$ cat src/common/dma_axi_pkg.sv
// Shared widths, types and state encoding for the DMA to AXI4 memory path
// Modules import this package inside their bodies

package dma_axi_pkg;

  // One AXI data beat
  localparam int axi_data_width_c = 64;

  // Byte address on both the DMA and AXI sides
  localparam int dma_addr_width_c = 32;

  // AXI4 burst length field
  localparam int axi_len_width_c = 8;

  typedef logic [axi_data_width_c-1:0] axi_data_t;
  typedef logic [dma_addr_width_c-1:0] dma_addr_t;
  typedef logic [axi_len_width_c-1:0]  axi_len_t;

  // OKAY, EXOKAY, SLVERR, DECERR
  typedef logic [1:0] axi_resp_t;

  // Cache DMA request, always one full block
  typedef struct packed
  {
    logic      write_not_read;
    dma_addr_t addr;
  } dma_pkt_s;

  // AR or AW payload, incrementing burst implied
  typedef struct packed
  {
    dma_addr_t addr;
    axi_len_t  len;
  } axi_addr_req_s;

  // Bridge FSM
  typedef enum logic [2:0]
  {
    e_c2a_idle
    , e_c2a_rd_addr
    , e_c2a_rd_data
    , e_c2a_wr_addr
    , e_c2a_wr_data
    , e_c2a_wr_resp
  } c2a_state_e;

endpackage

$ cat src/cache2axi/cache_to_axi.sv
// Turns each cache DMA packet into one AXI4 incrementing burst
// One packet in flight, write beats and read beats stream through

`timescale 1ns/1ps

module cache_to_axi
 #(parameter int beats_p = 4)
  (input                                clk_i
   , input                              rst_n_i

   , input dma_axi_pkg::dma_pkt_s       dma_pkt_i
   , input                              dma_pkt_v_i
   , output logic                       dma_pkt_ready_and_o

   // Write beats from the splitter
   , input dma_axi_pkg::axi_data_t      wbeat_i
   , input                              wbeat_v_i
   , output logic                       wbeat_yumi_o

   // Read beats to the gatherer
   , output dma_axi_pkg::axi_data_t     rbeat_o
   , output logic                       rbeat_v_o
   , input                              rbeat_ready_and_i

   , output dma_axi_pkg::axi_addr_req_s m_axi_ar_o
   , output logic                       m_axi_arvalid_o
   , input                              m_axi_arready_i

   , input dma_axi_pkg::axi_data_t      m_axi_rdata_i
   , input dma_axi_pkg::axi_resp_t      m_axi_rresp_i
   , input                              m_axi_rlast_i
   , input                              m_axi_rvalid_i
   , output logic                       m_axi_rready_o

   , output dma_axi_pkg::axi_addr_req_s m_axi_aw_o
   , output logic                       m_axi_awvalid_o
   , input                              m_axi_awready_i

   , output dma_axi_pkg::axi_data_t     m_axi_wdata_o
   , output logic                       m_axi_wlast_o
   , output logic                       m_axi_wvalid_o
   , input                              m_axi_wready_i

   , input dma_axi_pkg::axi_resp_t      m_axi_bresp_i
   , input                              m_axi_bvalid_i
   , output logic                       m_axi_bready_o
   );

  import dma_axi_pkg::*;

  localparam int wcnt_width_lp = (beats_p > 1) ? $clog2(beats_p) : 1;

  c2a_state_e               state_q;
  c2a_state_e               state_n;
  dma_addr_t                addr_q;
  axi_addr_req_s            addr_req;
  logic [wcnt_width_lp-1:0] wcnt_q;
  logic                     err_q;

  logic pkt_take;
  logic ar_hs;
  logic r_hs;
  logic aw_hs;
  logic w_hs;
  logic b_hs;

  // Same burst shape for both directions
  assign addr_req.addr = addr_q;
  assign addr_req.len  = axi_len_t'(beats_p-1);
  assign m_axi_ar_o = addr_req;
  assign m_axi_aw_o = addr_req;

  // A bus error parks the bridge until reset
  // A full read block still waiting for the cache also holds off the next packet
  assign dma_pkt_ready_and_o = (state_q == e_c2a_idle) & rbeat_ready_and_i & ~err_q;
  assign pkt_take = dma_pkt_v_i & dma_pkt_ready_and_o;

  assign m_axi_arvalid_o = (state_q == e_c2a_rd_addr);
  assign ar_hs = m_axi_arvalid_o & m_axi_arready_i;

  // Read beats pass straight through
  assign rbeat_o = m_axi_rdata_i;
  assign rbeat_v_o = (state_q == e_c2a_rd_data) & m_axi_rvalid_i;
  assign m_axi_rready_o = (state_q == e_c2a_rd_data) & rbeat_ready_and_i;
  assign r_hs = m_axi_rvalid_i & m_axi_rready_o;

  assign m_axi_awvalid_o = (state_q == e_c2a_wr_addr);
  assign aw_hs = m_axi_awvalid_o & m_axi_awready_i;

  assign m_axi_wdata_o = wbeat_i;
  assign m_axi_wvalid_o = (state_q == e_c2a_wr_data) & wbeat_v_i;
  assign m_axi_wlast_o = (wcnt_q == wcnt_width_lp'(beats_p-1));
  assign w_hs = m_axi_wvalid_o & m_axi_wready_i;
  assign wbeat_yumi_o = w_hs;

  assign m_axi_bready_o = (state_q == e_c2a_wr_resp);
  assign b_hs = m_axi_bvalid_i & m_axi_bready_o;

  always_comb
  begin
    state_n = state_q;
    case (state_q)
      e_c2a_idle:
        if (pkt_take)
          state_n = dma_pkt_i.write_not_read ? e_c2a_wr_addr : e_c2a_rd_addr;
      e_c2a_rd_addr:
        if (ar_hs)
          state_n = e_c2a_rd_data;
      e_c2a_rd_data:
        if (r_hs & m_axi_rlast_i)
          state_n = e_c2a_idle;
      e_c2a_wr_addr:
        if (aw_hs)
          state_n = e_c2a_wr_data;
      e_c2a_wr_data:
        if (w_hs & m_axi_wlast_o)
          state_n = e_c2a_wr_resp;
      e_c2a_wr_resp:
        if (b_hs)
          state_n = e_c2a_idle;
      default:
        state_n = e_c2a_idle;
    endcase
  end

  always_ff @(posedge clk_i)
  begin
    if (!rst_n_i)
    begin
      state_q <= e_c2a_idle;
      wcnt_q  <= '0;
      err_q   <= 1'b0;
    end
    else
    begin
      state_q <= state_n;
      if (w_hs)
        wcnt_q <= m_axi_wlast_o ? '0 : wcnt_q + wcnt_width_lp'(1);
      // SLVERR or DECERR on either response channel
      if ((r_hs & m_axi_rresp_i[1]) | (b_hs & m_axi_bresp_i[1]))
        err_q <= 1'b1;
    end
  end

  always_ff @(posedge clk_i)
  begin
    if (pkt_take)
      addr_q <= dma_pkt_i.addr;
  end

endmodule

$ cat src/rtl/dma_axi_top.sv
// Cache DMA port to AXI4 memory master, one burst per block
// Write blocks are split into beats, read beats are gathered into blocks

`timescale 1ns/1ps

module dma_axi_top
 #(parameter int beats_p = 4)
  (input                                          clk_i
   , input                                        rst_n_i

   // Cache DMA side
   , input dma_axi_pkg::dma_pkt_s                 dma_pkt_i
   , input                                        dma_pkt_v_i
   , output logic                                 dma_pkt_ready_and_o

   , input dma_axi_pkg::axi_data_t [beats_p-1:0]  dma_data_i
   , input                                        dma_data_v_i
   , output logic                                 dma_data_ready_and_o

   , output dma_axi_pkg::axi_data_t [beats_p-1:0] dma_data_o
   , output logic                                 dma_data_v_o
   , input                                        dma_data_ready_and_i

   // AXI4 memory master
   , output dma_axi_pkg::axi_addr_req_s           m_axi_ar_o
   , output logic                                 m_axi_arvalid_o
   , input                                        m_axi_arready_i

   , input dma_axi_pkg::axi_data_t                m_axi_rdata_i
   , input dma_axi_pkg::axi_resp_t                m_axi_rresp_i
   , input                                        m_axi_rlast_i
   , input                                        m_axi_rvalid_i
   , output logic                                 m_axi_rready_o

   , output dma_axi_pkg::axi_addr_req_s           m_axi_aw_o
   , output logic                                 m_axi_awvalid_o
   , input                                        m_axi_awready_i

   , output dma_axi_pkg::axi_data_t               m_axi_wdata_o
   , output logic                                 m_axi_wlast_o
   , output logic                                 m_axi_wvalid_o
   , input                                        m_axi_wready_i

   , input dma_axi_pkg::axi_resp_t                m_axi_bresp_i
   , input                                        m_axi_bvalid_i
   , output logic                                 m_axi_bready_o
   );

  import dma_axi_pkg::*;

  axi_data_t wbeat_lo;
  logic      wbeat_v_lo;
  logic      wbeat_yumi_li;

  axi_data_t rbeat_lo;
  logic      rbeat_v_lo;
  logic      rbeat_ready_and_li;

  dma_block_to_beats
   #(.beats_p(beats_p))
   block_to_beats
    (.clk_i(clk_i)
     ,.rst_n_i(rst_n_i)
     ,.block_i(dma_data_i)
     ,.block_v_i(dma_data_v_i)
     ,.block_ready_and_o(dma_data_ready_and_o)
     ,.beat_o(wbeat_lo)
     ,.beat_v_o(wbeat_v_lo)
     ,.beat_yumi_i(wbeat_yumi_li)
     );

  dma_beats_to_block
   #(.beats_p(beats_p))
   beats_to_block
    (.clk_i(clk_i)
     ,.rst_n_i(rst_n_i)
     ,.beat_i(rbeat_lo)
     ,.beat_v_i(rbeat_v_lo)
     ,.beat_ready_and_o(rbeat_ready_and_li)
     ,.block_o(dma_data_o)
     ,.block_v_o(dma_data_v_o)
     ,.block_ready_and_i(dma_data_ready_and_i)
     );

  cache_to_axi
   #(.beats_p(beats_p))
   cache2axi
    (.clk_i(clk_i)
     ,.rst_n_i(rst_n_i)
     ,.dma_pkt_i(dma_pkt_i)
     ,.dma_pkt_v_i(dma_pkt_v_i)
     ,.dma_pkt_ready_and_o(dma_pkt_ready_and_o)
     ,.wbeat_i(wbeat_lo)
     ,.wbeat_v_i(wbeat_v_lo)
     ,.wbeat_yumi_o(wbeat_yumi_li)
     ,.rbeat_o(rbeat_lo)
     ,.rbeat_v_o(rbeat_v_lo)
     ,.rbeat_ready_and_i(rbeat_ready_and_li)
     ,.*
     );

endmodule

$ cat src/width/dma_beats_to_block.sv
// Gathers read beats into a block, first beat in slot 0
// Stalls the beat side while a full block waits for the cache

`timescale 1ns/1ps

module dma_beats_to_block
 #(parameter int beats_p = 4)
  (input                                          clk_i
   , input                                        rst_n_i

   , input dma_axi_pkg::axi_data_t                beat_i
   , input                                        beat_v_i
   , output logic                                 beat_ready_and_o

   , output dma_axi_pkg::axi_data_t [beats_p-1:0] block_o
   , output logic                                 block_v_o
   , input                                        block_ready_and_i
   );

  import dma_axi_pkg::*;

  localparam int cnt_width_lp = $clog2(beats_p+1);
  localparam int idx_width_lp = $clog2(beats_p);

  axi_data_t [beats_p-1:0] block_q;
  logic [cnt_width_lp-1:0] have_q;
  logic                    full;
  logic                    take;

  assign full = (have_q == cnt_width_lp'(beats_p));
  assign beat_ready_and_o = ~full;
  assign take = beat_v_i & beat_ready_and_o;

  assign block_o = block_q;
  assign block_v_o = full;

  always_ff @(posedge clk_i)
  begin
    if (!rst_n_i)
      have_q <= '0;
    else if (block_v_o & block_ready_and_i)
      have_q <= '0;
    else if (take)
      have_q <= have_q + cnt_width_lp'(1);
  end

  // Count doubles as the write slot while filling
  always_ff @(posedge clk_i)
  begin
    if (take)
      block_q[have_q[idx_width_lp-1:0]] <= beat_i;
  end

endmodule

$ cat src/width/dma_block_to_beats.sv
// Splits a write block into AXI beats, low beat first
// Takes a new block only once the previous one has fully drained

`timescale 1ns/1ps

module dma_block_to_beats
 #(parameter int beats_p = 4)
  (input                                         clk_i
   , input                                       rst_n_i

   , input dma_axi_pkg::axi_data_t [beats_p-1:0] block_i
   , input                                       block_v_i
   , output logic                                block_ready_and_o

   , output dma_axi_pkg::axi_data_t              beat_o
   , output logic                                beat_v_o
   , input                                       beat_yumi_i
   );

  import dma_axi_pkg::*;

  localparam int cnt_width_lp = $clog2(beats_p+1);

  axi_data_t [beats_p-1:0] shift_q;
  logic [cnt_width_lp-1:0] left_q;
  logic                    load;

  assign block_ready_and_o = (left_q == '0);
  assign load = block_v_i & block_ready_and_o;

  assign beat_o = shift_q[0];
  assign beat_v_o = (left_q != '0);

  always_ff @(posedge clk_i)
  begin
    if (!rst_n_i)
      left_q <= '0;
    else if (load)
      left_q <= cnt_width_lp'(beats_p);
    else if (beat_yumi_i)
      left_q <= left_q - cnt_width_lp'(1);
  end

  // Next beat moves down into slot 0 on each yumi
  always_ff @(posedge clk_i)
  begin
    if (load)
      shift_q <= block_i;
    else if (beat_yumi_i)
      shift_q <= {axi_data_t'('0), shift_q[beats_p-1:1]};
  end

endmodule
$ cat config.mk
export PLATFORM = sky130hd
export DESIGN_NAME = dma_axi_top
export DESIGN_NICKNAME = d
export VERILOG_FILES = /design/src/common/dma_axi_pkg.sv /design/src/cache2axi/cache_to_axi.sv /design/src/rtl/dma_axi_top.sv /design/src/width/dma_beats_to_block.sv /design/src/width/dma_block_to_beats.sv
export SDC_FILE = /design/constraint.sdc
export NUM_CORES = 1
export LEC_CHECK = 0
export BUFFER_PORTS_ARGS = -buffer_cell sky130_fd_sc_hd__clkbuf_2
export CAP_MARGIN = 30
export CELL_PAD_IN_SITES_DETAIL_PLACEMENT = 2
export CELL_PAD_IN_SITES_GLOBAL_PLACEMENT = 2
export CORE_AREA = 3 3 300 302
export CTS_BUF_LIST = sky130_fd_sc_hd__clkbuf_8
export DETAILED_ROUTE_END_ITERATION = 7
export DIE_AREA = 0 0 303 305
export GPL_ROUTABILITY_DRIVEN = 0
export MAX_ROUTING_LAYER = met4
export PLACE_DENSITY_LB_ADDON = 0.1
export SLEW_MARGIN = 30
export SYNTH_ARGS = -nofsm -noshare
export SYNTH_HDL_FRONTEND = slang
export SYNTH_SLANG_ARGS = --single-unit
export TNS_END_PERCENT = 10
$ cat constraint.sdc
create_clock -name clk_i -period 15.8 [get_ports clk_i]
set_clock_uncertainty 0.2 [all_clocks]
set_input_delay 3.16 -clock clk_i [delete_from_list [all_inputs] [get_ports clk_i]]
set_output_delay 3.16 -clock clk_i [all_outputs]
set_load 0.1 [all_outputs]
==> impl_table.tex, run 1 <==
\begin{tabular}{lr}
\hline
Metric & Value \\
\hline
\multicolumn{2}{l}{\textbf{Logic synthesis}} \\
\quad Adder-cell share of the synthesized area & 0.423\% \\
\quad Cell type with the largest total area after synthesis & sky130\_fd\_sc\_hd\_\_edfxtp\_1 \\
\quad Mux contribution to synthesized area & 10.7\% \\
\quad Synth top area share & 78.9\% \\
\quad Post-Synthesis Mean Instance Area & 19.9 µm² \\
\quad Warning count from the yosys run & 0 \\
\quad Simple logic cell fraction of the synthesized area & 3.03\% \\
\quad Most used standard cell by instance count after synthesis & sky130\_fd\_sc\_hd\_\_edfxtp\_1 \\
\quad Number of enable flip-flop cells after synthesis & 544 \\
\quad Syn Std Cell Area & 0.0207 mm² \\
\quad Register area share after synthesis & 80.1\% \\
\quad Most common library cells after synthesis & 544 x sky130\_fd\_sc\_hd\_\_edfxtp\_1, 147 x sky130\_fd\_sc\_hd\_\_mux2\_1, 112 x sky130\_fd\_sc\_hd\_\_buf\_4, 67 x sky130\_fd\_sc\_hd\_\_and3\_1, 46 x sky130\_fd\_sc\_hd\_\_mux2\_2 \\
\quad Share of the synthesized area in compound gates (AO/OA/AOI/OAI) & 0.623\% \\
\quad Dominant combinational cell family by area after synthesis & multiplexers \\
\quad Unique cell type count in the Yosys netlist & 40 \\
\quad Number of synthesized register bits & 556 \\
\quad Async SR Flop Fraction & 0\% \\
\quad Ranking of synthesized cells by area & sky130\_fd\_sc\_hd\_\_edfxtp\_1 79\%, sky130\_fd\_sc\_hd\_\_mux2\_1 8.0\%, sky130\_fd\_sc\_hd\_\_buf\_4 4.1\% \\
\quad Fraction of synthesized cell area in xor and xnor cells & 0.0846\% \\
\quad Top flip-flop cell by instance count after synthesis & sky130\_fd\_sc\_hd\_\_edfxtp\_1 \\
\quad Synthesized instance count & 1,042 \\
\multicolumn{2}{l}{\textbf{Place}} \\
\quad Post-placement setup slack & 8710 ps \\
\quad IO Port Bufs & 758 \\
\quad Final HPWL DP & 52.4 mm \\
\multicolumn{2}{l}{\textbf{Routing}} \\
\quad Highest metal layer used by the detailed router & met4 \\
\quad Detailed Routing Iterations Pass 1 & 4 \\
\quad Wire length the detailed router placed on met1 & 25.8 mm \\
\quad WL met3 & 8.55 mm \\
\quad Routed length on met2 & 36.3 mm \\
\quad Post-detailed-route via-to-cell ratio & 3.96 \\
\quad Post-detailed-route wirelength per cell & 23.6 µm \\
\quad DRC violation count after routing & 0 \\
\quad Via total after detailed routing & 12,100 \\
\quad Detail Route Antenna Nets & 0 \\
\quad Starting DRC count in detailed routing & 472 \\
\quad Wire length reported by the detailed router & 71.9 mm \\
\multicolumn{2}{l}{\textbf{STA}} \\
\quad Post-route clock period utilization & 38.2\% \\
\quad Worst path setup slack after routing & 9760 ps \\
\quad Final Hold Violating Endpoints & 0 \\
\quad Slew Limit Fails & 0 \\
\quad Final TNS setup & 0 ps \\
\quad Shortest period the worst path allows & 6040 ps \\
\quad Setup repair after global routing missed its margin & false \\
\quad Max transition margin & 46.9\% \\
\quad Slew at the pin closest to its max-slew limit & 797 ps \\
\quad Final Setup Violations & 0 \\
\quad F\_max & 166 MHz \\
\multicolumn{2}{l}{\textbf{CTS}} \\
\quad Worst skew pair latency & 710 ps \\
\quad TritonCTS clock tree & done \\
\quad Cells resized by post-CTS repair & 0 \\
\quad Number of buffers created by CTS & 104 \\
\quad Longest Clk Path Bufs & 3 \\
\quad Clock root buffer & sky130\_fd\_sc\_hd\_\_clkbuf\_8 \\
\quad Worst-path clk slew & 50 ps \\
\quad \# hold bufs at CTS & 0 \\
\quad Number of clock sinks & 556 \\
\quad Post-CTS Setup Inserts & 0 \\
\quad H-tree depth reported by CTS & 3 \\
\multicolumn{2}{l}{\textbf{Setup path}} \\
\quad CP Launch Point & dma\_data\_v\_i \\
\quad Delay-heaviest family, CP & buffers and inverters \\
\quad Setup crit end kind & register \\
\quad Required time at the worst-slack endpoint & 15,910 ps \\
\quad Max stage delay on crit path & 610 ps \\
\quad Buffers and inverters on the worst path & 4 \\
\quad Crit-path cells & clkbuf\_2, buf\_4, nand2\_4, nand2\_8, buf\_12, buf\_16 \\
\quad Data arrival time of the critical path & 6150 ps \\
\quad Worst path slowest cell & sky130\_fd\_sc\_hd\_\_buf\_4 \\
\quad Critical Path Start Type & primary input \\
\quad Reg2reg start & block\_to\_beats.left\_q[0] \\
\quad Largest fanout on the critical path & 97 \\
\quad Setup Crit Path Kind & primary input to register \\
\multicolumn{2}{l}{\textbf{Floorplanning}} \\
\quad Die Wd & 303 µm \\
\quad Row count & 109 \\
\quad Core area & 0.0880 mm² \\
\quad Number of ports placed on the die boundary & 777 \\
\quad Initial core utilization & 23.5\% \\
\quad Die span in y & 305 µm \\
\quad Area of the die & 0.0924 mm² \\
\multicolumn{2}{l}{\textbf{Global route}} \\
\quad First-pass GRT wire length & 101 mm \\
\quad Antenna violations before repair & 15 \\
\quad Maximum number of pins on one net before global-route repair & 160 \\
\quad Global-route congestion overflow total & 0 \\
\quad Vias in the first global route & 13,700 \\
\quad Overall routing resource usage & 15.7\% \\
\multicolumn{2}{l}{\textbf{Min path}} \\
\quad Worst hold path startpoint & cache2axi.wcnt\_q[0] \\
\quad Hold WC Path Type & register to register \\
\multicolumn{2}{l}{\textbf{Cells and area}} \\
\quad Filler instances & 9,213 \\
\quad Post-layout net count & 2,155 \\
\quad Ratio of cells with drive above 1 in the final layout & 51.3\% \\
\quad Area growth from synthesis to layout & 31.0\% \\
\multicolumn{2}{l}{\textbf{Power}} \\
\quad Pwr per Cell Area & 147 mW/mm² \\
\quad Cell leakage power & 10.9 nW \\
\quad Highest ir drop seen on vdd & 0.0793 mV \\
\multicolumn{2}{l}{\textbf{Outcome}} \\
\quad Outcome & finished, final reports clean \\
\multicolumn{2}{l}{\textbf{Job}} \\
\quad Max cap viols & 0 \\
\hline
\end{tabular}
## layout by cell type (no fill, tap or decap), drive strengths merged, types with 5 or more instances in the layout
cell type / netlist / final
clkbuf: 16 / 867
conb: 2 / 16
diode: 0 / 15
mux2: 194 / 194
edfxtp: 544 / 544
ha: 7 / 7
and3: 67 / 67
clkinv: 0 / 37
dfxtp: 12 / 12
and2: 8 / 8
inv: 6 / 41
nand2: 15 / 15
a21boi: 5 / 5
nor2: 6 / 6
buf: 136 / 12
## cell type report
cell class	instances	area [µm²]	share of cell area, %
Clock buffer	109	1500	5.53
Inverter	6	22.5	0.0830
Tap cell	1165	1460	5.37
Timing Repair Buffer	770	3970	14.6
Sequential cell	556	16600	61.1
Multi-Input combinational cell	342	3170	11.7
Clock inverter	78	393	1.45
Antenna cell	15	37.5	0.138
## power by group
group          switching, mW  internal, mW  total [mW]
sequential            0.0437          1.76        1.80
combinational          0.741         0.145       0.885
clock                  0.623         0.668        1.29
## routing by layer
layer  GRT usage [%]  up-vias
li1                -     5402
met1            16.0     6026
met2            26.0      527
met3            8.16       97
met4            4.84        0
met5               -        -
## registers in the layout, indices dropped and copies added, names as in the netlist
signal and flops:
cache2axi.addr_q 32, cache2axi.state_q 3, block_to_beats.left_q 3, beats_to_block.block_o 256, cache2axi.wcnt_q 2, block_to_beats.beat_o 64, cache2axi.err_q 1, block_to_beats.shift_q 192
beats_to_block.have_q 3
## stage by stage
stage / instance area [µm²] / hold WS, ps / utilization [%] / std cells / total power [mW]
2_1_floorplan: 20800 / 247 / - / 1056 / 2.58
3_3_place_gp: 25100 / 260 / 28.5 / 2836 / 2.72
3_5_place_dp: 25100 / 272 / 28.6 / 2837 / 2.73
4_1_cts: 27000 / 280 / 30.7 / 3024 / 4.07
5_1_grt: 27100 / 311 / 30.8 / 3040 / 4.17
6_report: 27100 / 276 / 30.8 / 3041 / 3.98
## cell families after synthesis
kind of cell | Yosys count
mux | 196
other cells | 2
simple gates | 104
xor+xnor | 2
buf+inv | 158
compound gates | 17
fa+ha+maj | 7
flops | 556
## worst reg2reg max path, stage by stage, from the launching register on
cell and delay, ps:
sky130_fd_sc_hd__dfxtp_1 290, sky130_fd_sc_hd__inv_1 80, sky130_fd_sc_hd__ha_1 180, sky130_fd_sc_hd__ha_2 300, sky130_fd_sc_hd__buf_4 630, sky130_fd_sc_hd__nand2_4 600, sky130_fd_sc_hd__nand2_8 600, sky130_fd_sc_hd__buf_12 520
sky130_fd_sc_hd__buf_16 510
## final timing paths
check / end / slack [ps] / depth (start not counted)
setup / recovery: block_to_beats.shift_q[194] / 9760 / 6
setup reg to reg: block_to_beats.shift_q[194] / 11390 / 8
hold / removal: cache2axi.wcnt_q[0] / 280 / 2
hold reg to reg: cache2axi.wcnt_q[0] / 280 / 2
Note: power is estimated with default switching activity, not from simulation.
==> run 2: changes to the inputs <==
Settings changed: ABC_AREA set to 1, CORE_AREA 3 3 300 302 to 3 3 304 306, DIE_AREA 0 0 303 305 to 0 0 307 309.
Clock period 15.8 ns to 6.08 ns, I/O delays scaled along.
==> run 2 against run 1 <==
Final area rose by 0.31%. Die area is 2.6% higher. Largest cell class unchanged. Global-route usage grew 0.45 points. Cell count up 3.5%. Clock power rose to 2.6 times the previous value. Synthesized area up 0.31%. Power rose to 2.8 times the previous value. Utilization is 0.56 points lower.
==> impl_table.tex, run 2 <==
\begin{tabular}{lr}
\hline
Metric & Value \\
\hline
\multicolumn{2}{l}{\textbf{CTS}} \\
\quad Worst skew pair latency & 710 ps (about the same) \\
\quad TritonCTS clock tree & done (unchanged) \\
\quad Number of clock sinks & 556 (unchanged) \\
\quad Number of buffers created by CTS & 104 (unchanged) \\
\quad \# hold bufs at CTS & 0 (unchanged) \\
\quad Post-CTS Setup Inserts & 0 (unchanged) \\
\quad Cells resized by post-CTS repair & 0 (unchanged) \\
\quad H-tree depth reported by CTS & 3 (unchanged) \\
\quad Worst-path clk slew & 60 ps (was 50 ps) \\
\quad Longest Clk Path Bufs & 3 (unchanged) \\
\quad Clock root buffer & sky130\_fd\_sc\_hd\_\_clkbuf\_8 (unchanged) \\
\multicolumn{2}{l}{\textbf{Setup path}} \\
\quad CP Launch Point & beats\_to\_block.have\_q[0] (was dma\_data\_v\_i) \\
\quad Worst reg-to-reg setup slack & 2670 ps (was 11,390 ps) \\
\quad R2R depth & 6 (was 8) \\
\quad Largest fanout on the critical path & 5 (was 97) \\
\quad Cell type with the highest occurrence count on the critical path & sky130\_fd\_sc\_hd\_\_inv\_1 \\
\quad Setup Crit Path Kind & register to primary output (was primary input to register) \\
\quad Required time at the worst-slack endpoint & 4660 ps (was 15,910 ps) \\
\quad Delay-heaviest family, CP & buffers and inverters (unchanged) \\
\quad Reg2reg start & block\_to\_beats.left\_q[0] (unchanged) \\
\quad Setup crit end kind & primary output (was register) \\
\quad Crit Reg-Reg Endpoint & block\_to\_beats.shift\_q[137] (was block\_to\_beats.shift\_q[194]) \\
\quad Critical Path Start Type & register (was primary input) \\
\quad Max stage delay on crit path & 540 ps (was 610 ps) \\
\quad Buffers and inverters on the worst path & 3 (was 4) \\
\quad Crit-path cells & inv\_1, ha\_1, nand2\_1, inv\_1, nor3\_1, clkbuf\_2 (was clkbuf\_2, buf\_4, nand2\_4, nand2\_8, buf\_12, buf\_16) \\
\quad Data arrival time of the critical path & 2420 ps (was 6150 ps) \\
\quad Worst path slowest cell & sky130\_fd\_sc\_hd\_\_clkbuf\_2 (was sky130\_fd\_sc\_hd\_\_buf\_4) \\
\multicolumn{2}{l}{\textbf{Global route}} \\
\quad First-pass GRT wire length & 105 mm (was 101 mm) \\
\quad Antenna violations before repair & 18 (was 15) \\
\quad Global-route congestion overflow total & 0 (unchanged) \\
\quad Overall routing resource usage & 16.1\% (was 15.7\%) \\
\quad Maximum number of pins on one net before global-route repair & 85 (was 160) \\
\quad Vias in the first global route & 13,700 (about the same) \\
\multicolumn{2}{l}{\textbf{STA}} \\
\quad Final TNS setup & 0 ps (unchanged) \\
\quad Slew Limit Fails & 0 (unchanged) \\
\quad F\_max & 260 MHz \\
\quad Slew at the pin closest to its max-slew limit & 815 ps (was 797 ps) \\
\quad Max transition margin & 45.6\% (was 46.9\%) \\
\quad Final Hold Violating Endpoints & 0 (unchanged) \\
\quad Post-route clock period utilization & 63.1\% \\
\quad Worst path setup slack after routing & 2240 ps (was 9760 ps) \\
\quad Setup repair after global routing missed its margin & false (unchanged) \\
\quad Final Setup Violations & 0 (unchanged) \\
\quad Shortest period the worst path allows & 3840 ps \\
\multicolumn{2}{l}{\textbf{Floorplanning}} \\
\quad Initial core utilization & 23.1\% (was 23.5\%) \\
\quad Die span in y & 309 µm (was 305 µm) \\
\quad Number of ports placed on the die boundary & 777 (unchanged) \\
\quad Row count & 110 (was 109) \\
\quad Core area & 0.0899 mm² (was 0.0880 mm²) \\
\quad Area of the die & 0.0949 mm² (was 0.0924 mm²) \\
\quad Die Wd & 307 µm (was 303 µm) \\
\multicolumn{2}{l}{\textbf{Routing}} \\
\quad Via total after detailed routing & 12,200 (was 12,100) \\
\quad Post-detailed-route wirelength per cell & 24.3 µm (was 23.6 µm) \\
\quad Wire length reported by the detailed router & 76.5 mm (was 71.9 mm) \\
\quad Post-detailed-route via-to-cell ratio & 3.89 (was 3.96) \\
\quad DRC violation count after routing & 0 (unchanged) \\
\quad Starting DRC count in detailed routing & 572 (was 472) \\
\quad Detailed Routing Iterations Pass 1 & 4 (unchanged) \\
\quad Detail Route Antenna Nets & 0 (unchanged) \\
\multicolumn{2}{l}{\textbf{Power}} \\
\quad Cell leakage power & 11.2 nW (was 10.9 nW) \\
\quad Net switching component of the power & 4.11 mW (was 1.41 mW) \\
\quad Portion of total power attributed to the clock network & 30.3\% (was 32.4\%) \\
\quad Pwr per Cell Area & 404 mW/mm² (was 147 mW/mm²) \\
\quad Power share of the combinational group & 25.3\% (was 22.2\%) \\
\quad Power Internal & 6.87 mW (was 2.57 mW) \\
\quad Highest ir drop seen on vdd & 0.190 mV (was 0.0793 mV) \\
\quad Switching power share of the total & 37.4\% (was 35.4\%) \\
\quad Total power draw & 11.0 mW (was 3.98 mW) \\
\quad Sequential group share of total power & 44.4\% (was 45.3\%) \\
\multicolumn{2}{l}{\textbf{Logic synthesis}} \\
\quad Most used standard cell by instance count after synthesis & sky130\_fd\_sc\_hd\_\_edfxtp\_1 (unchanged) \\
\quad Register area share after synthesis & 79.8\% (was 80.1\%) \\
\quad Syn Std Cell Area & 0.0208 mm² (was 0.0207 mm²) \\
\quad Number of enable flip-flop cells after synthesis & 544 (unchanged) \\
\quad Post-Synthesis Mean Instance Area & 18.5 µm² (was 19.9 µm²) \\
\quad Synth top area share & 78.7\% (was 78.9\%) \\
\quad Warning count from the yosys run & 0 (unchanged) \\
\quad Synthesized instance count & 1,121 (was 1,042) \\
\quad Top flip-flop cell by instance count after synthesis & sky130\_fd\_sc\_hd\_\_edfxtp\_1 (unchanged) \\
\quad Most common library cells after synthesis & 544 x sky130\_fd\_sc\_hd\_\_edfxtp\_1, 162 x sky130\_fd\_sc\_hd\_\_mux2\_2, 112 x sky130\_fd\_sc\_hd\_\_buf\_4, 86 x sky130\_fd\_sc\_hd\_\_inv\_1, 80 x sky130\_fd\_sc\_hd\_\_nor2\_1 (was 544 x sky130\_fd\_sc\_hd\_\_edfxtp\_1, 147 x sky130\_fd\_sc\_hd\_\_mux2\_1, 112 x sky130\_fd\_sc\_hd\_\_buf\_4, 67 x sky130\_fd\_sc\_hd\_\_and3\_1, 46 x sky130\_fd\_sc\_hd\_\_mux2\_2) \\
\quad Unique cell type count in the Yosys netlist & 29 (was 40) \\
\quad Cell type with the largest total area after synthesis & sky130\_fd\_sc\_hd\_\_edfxtp\_1 (unchanged) \\
\quad Ranking of synthesized cells by area & sky130\_fd\_sc\_hd\_\_edfxtp\_1 79\%, sky130\_fd\_sc\_hd\_\_mux2\_2 8.8\%, sky130\_fd\_sc\_hd\_\_buf\_4 4.0\% (was sky130\_fd\_sc\_hd\_\_edfxtp\_1 79\%, sky130\_fd\_sc\_hd\_\_mux2\_1 8.0\%, sky130\_fd\_sc\_hd\_\_buf\_4 4.1\%) \\
\quad Number of synthesized register bits & 556 (unchanged) \\
\quad Async SR Flop Fraction & 0\% (unchanged) \\
\multicolumn{2}{l}{\textbf{Place}} \\
\quad Post-placement setup slack & 2300 ps (was 8710 ps) \\
\quad Final HPWL DP & 57.9 mm (was 52.4 mm) \\
\quad Area after detailed placement & 0.0253 mm² (was 0.0251 mm²) \\
\quad IO Port Bufs & 758 (unchanged) \\
\multicolumn{2}{l}{\textbf{Cells and area}} \\
\quad Area growth from synthesis to layout & 31.0\% (about the same) \\
\quad Most frequent cells in the layout & 758 x sky130\_fd\_sc\_hd\_\_clkbuf\_2, 544 x sky130\_fd\_sc\_hd\_\_edfxtp\_1, 162 x sky130\_fd\_sc\_hd\_\_mux2\_2 (was 758 x sky130\_fd\_sc\_hd\_\_clkbuf\_2, 544 x sky130\_fd\_sc\_hd\_\_edfxtp\_1, 147 x sky130\_fd\_sc\_hd\_\_mux2\_1) \\
\quad Post-Route Utilization & 30.3\% (was 30.8\%) \\
\quad Post-layout net count & 2,249 (was 2,155) \\
\quad Ratio of cells with drive above 1 in the final layout & 54.9\% (was 51.3\%) \\
\quad Most common cell after layout, fill and taps aside & sky130\_fd\_sc\_hd\_\_clkbuf\_2 (unchanged) \\
\quad Max reg flops & 256 (unchanged) \\
\quad Cell area after layout & 0.0272 mm² (was 0.0271 mm²) \\
\multicolumn{2}{l}{\textbf{Min path}} \\
\quad Hold WC Path Type & register to register (unchanged) \\
\quad Worst hold path endpoint & block\_to\_beats.left\_q[0] (was cache2axi.wcnt\_q[0]) \\
\quad Instance count along the most critical hold path & 2 (unchanged) \\
\quad Worst hold path startpoint & block\_to\_beats.left\_q[0] (was cache2axi.wcnt\_q[0]) \\
\multicolumn{2}{l}{\textbf{Job}} \\
\quad Max cap viols & 0 (unchanged) \\
\multicolumn{2}{l}{\textbf{Outcome}} \\
\quad Outcome & finished, final reports clean (unchanged) \\
\hline
\end{tabular}
run 2: cell count changes after synthesis, sizes merged, moves of 4 or more:
cell	change
a21boi	-5
nand3	+4
nor2	+80
inv	+82
nand2	+6
and2	-7
buf	+4
clkbuf	-16
and3	-67
a21oi	+8
run 2: worst max-delay path by stage:
stage	endpoint	slack, ps	depth (start not counted)
after floorplan	beats_to_block.block_o[0]	690	7
after global routing	dma_pkt_ready_and_o	1950	6
final	dma_pkt_ready_and_o	2240	6
after CTS	m_axi_wvalid_o	2110	5
after global placement	block_to_beats.beat_o[52]	2310	4
after detailed placement	block_to_beats.shift_q[177]	2300	4
run 2: cell type report:
cell class                      count  area [µm²]
Sequential cell                   556       16600
Antenna cell                       17        42.5
Fill cell                        9515       62700
Clock buffer                      105        1450
Multi-Input combinational cell    351        2980
Timing Repair Buffer              773        3960
Inverter                           88         330
Tap cell                         1176        1470
Clock inverter                     81         404
run 2: kinds of logic (layout without fill, tap and decap cells):
| kind of cell | count (synthesis) | count (layout) | share of synthesized area, % |
|---|---|---|---|
| DFF | 556 | 556 | 79.8 |
| buffers and inverters | 228 | 1047 | 6.31 |
| muxes | 192 | 192 | 10.4 |
| and+or+nand+nor | 119 | 119 | 2.52 |
| AOI/OAI and AO/OA | 16 | 16 | 0.428 |
| adders and majority gates | 7 | 7 | 0.422 |
| other | 2 | 33 | 0.0362 |
| xor gates and xnor gates | 1 | 1 | 0.0422 |
run 2: stage by stage:
stage / std cells / hold slack, ps
after CTS: 3130 / 286
after detailed placement: 2944 / 278
after global placement: 2943 / 259
after global routing: 3147 / 313
after floorplan: 1135 / 242
final: 3147 / 281
run 2: per-layer routing:
metal  share of wire [%]  global-route usage [%]  vias up
li1                    -                       -     5528
met1                  36                    16.3     6150
met2                  52                    28.2      442
met3                 9.4                    7.36      126
met4                 2.2                    4.30        0
met5                   0                       -        -
run 2: worst reg2reg max path: cells and delay by family (launching register included):
family | cells | cell delay (ps)
AND/OR/NAND/NOR | 2 | 1270
adder cells (fa/ha/maj) | 2 | 600
buffers and inverters | 2 | 580
flip-flops | 1 | 310
run 2: power by group through the flow:
stage | logic [mW] | registers, mW | clock network [mW]
floorplan | 1.63 | 5.63 | 0
global placement | 2.80 | 4.94 | 0
detailed placement | 2.83 | 4.95 | 0
CTS | 2.84 | 4.88 | 3.53
global route | 2.92 | 4.90 | 3.66
finish | 2.78 | 4.87 | 3.33
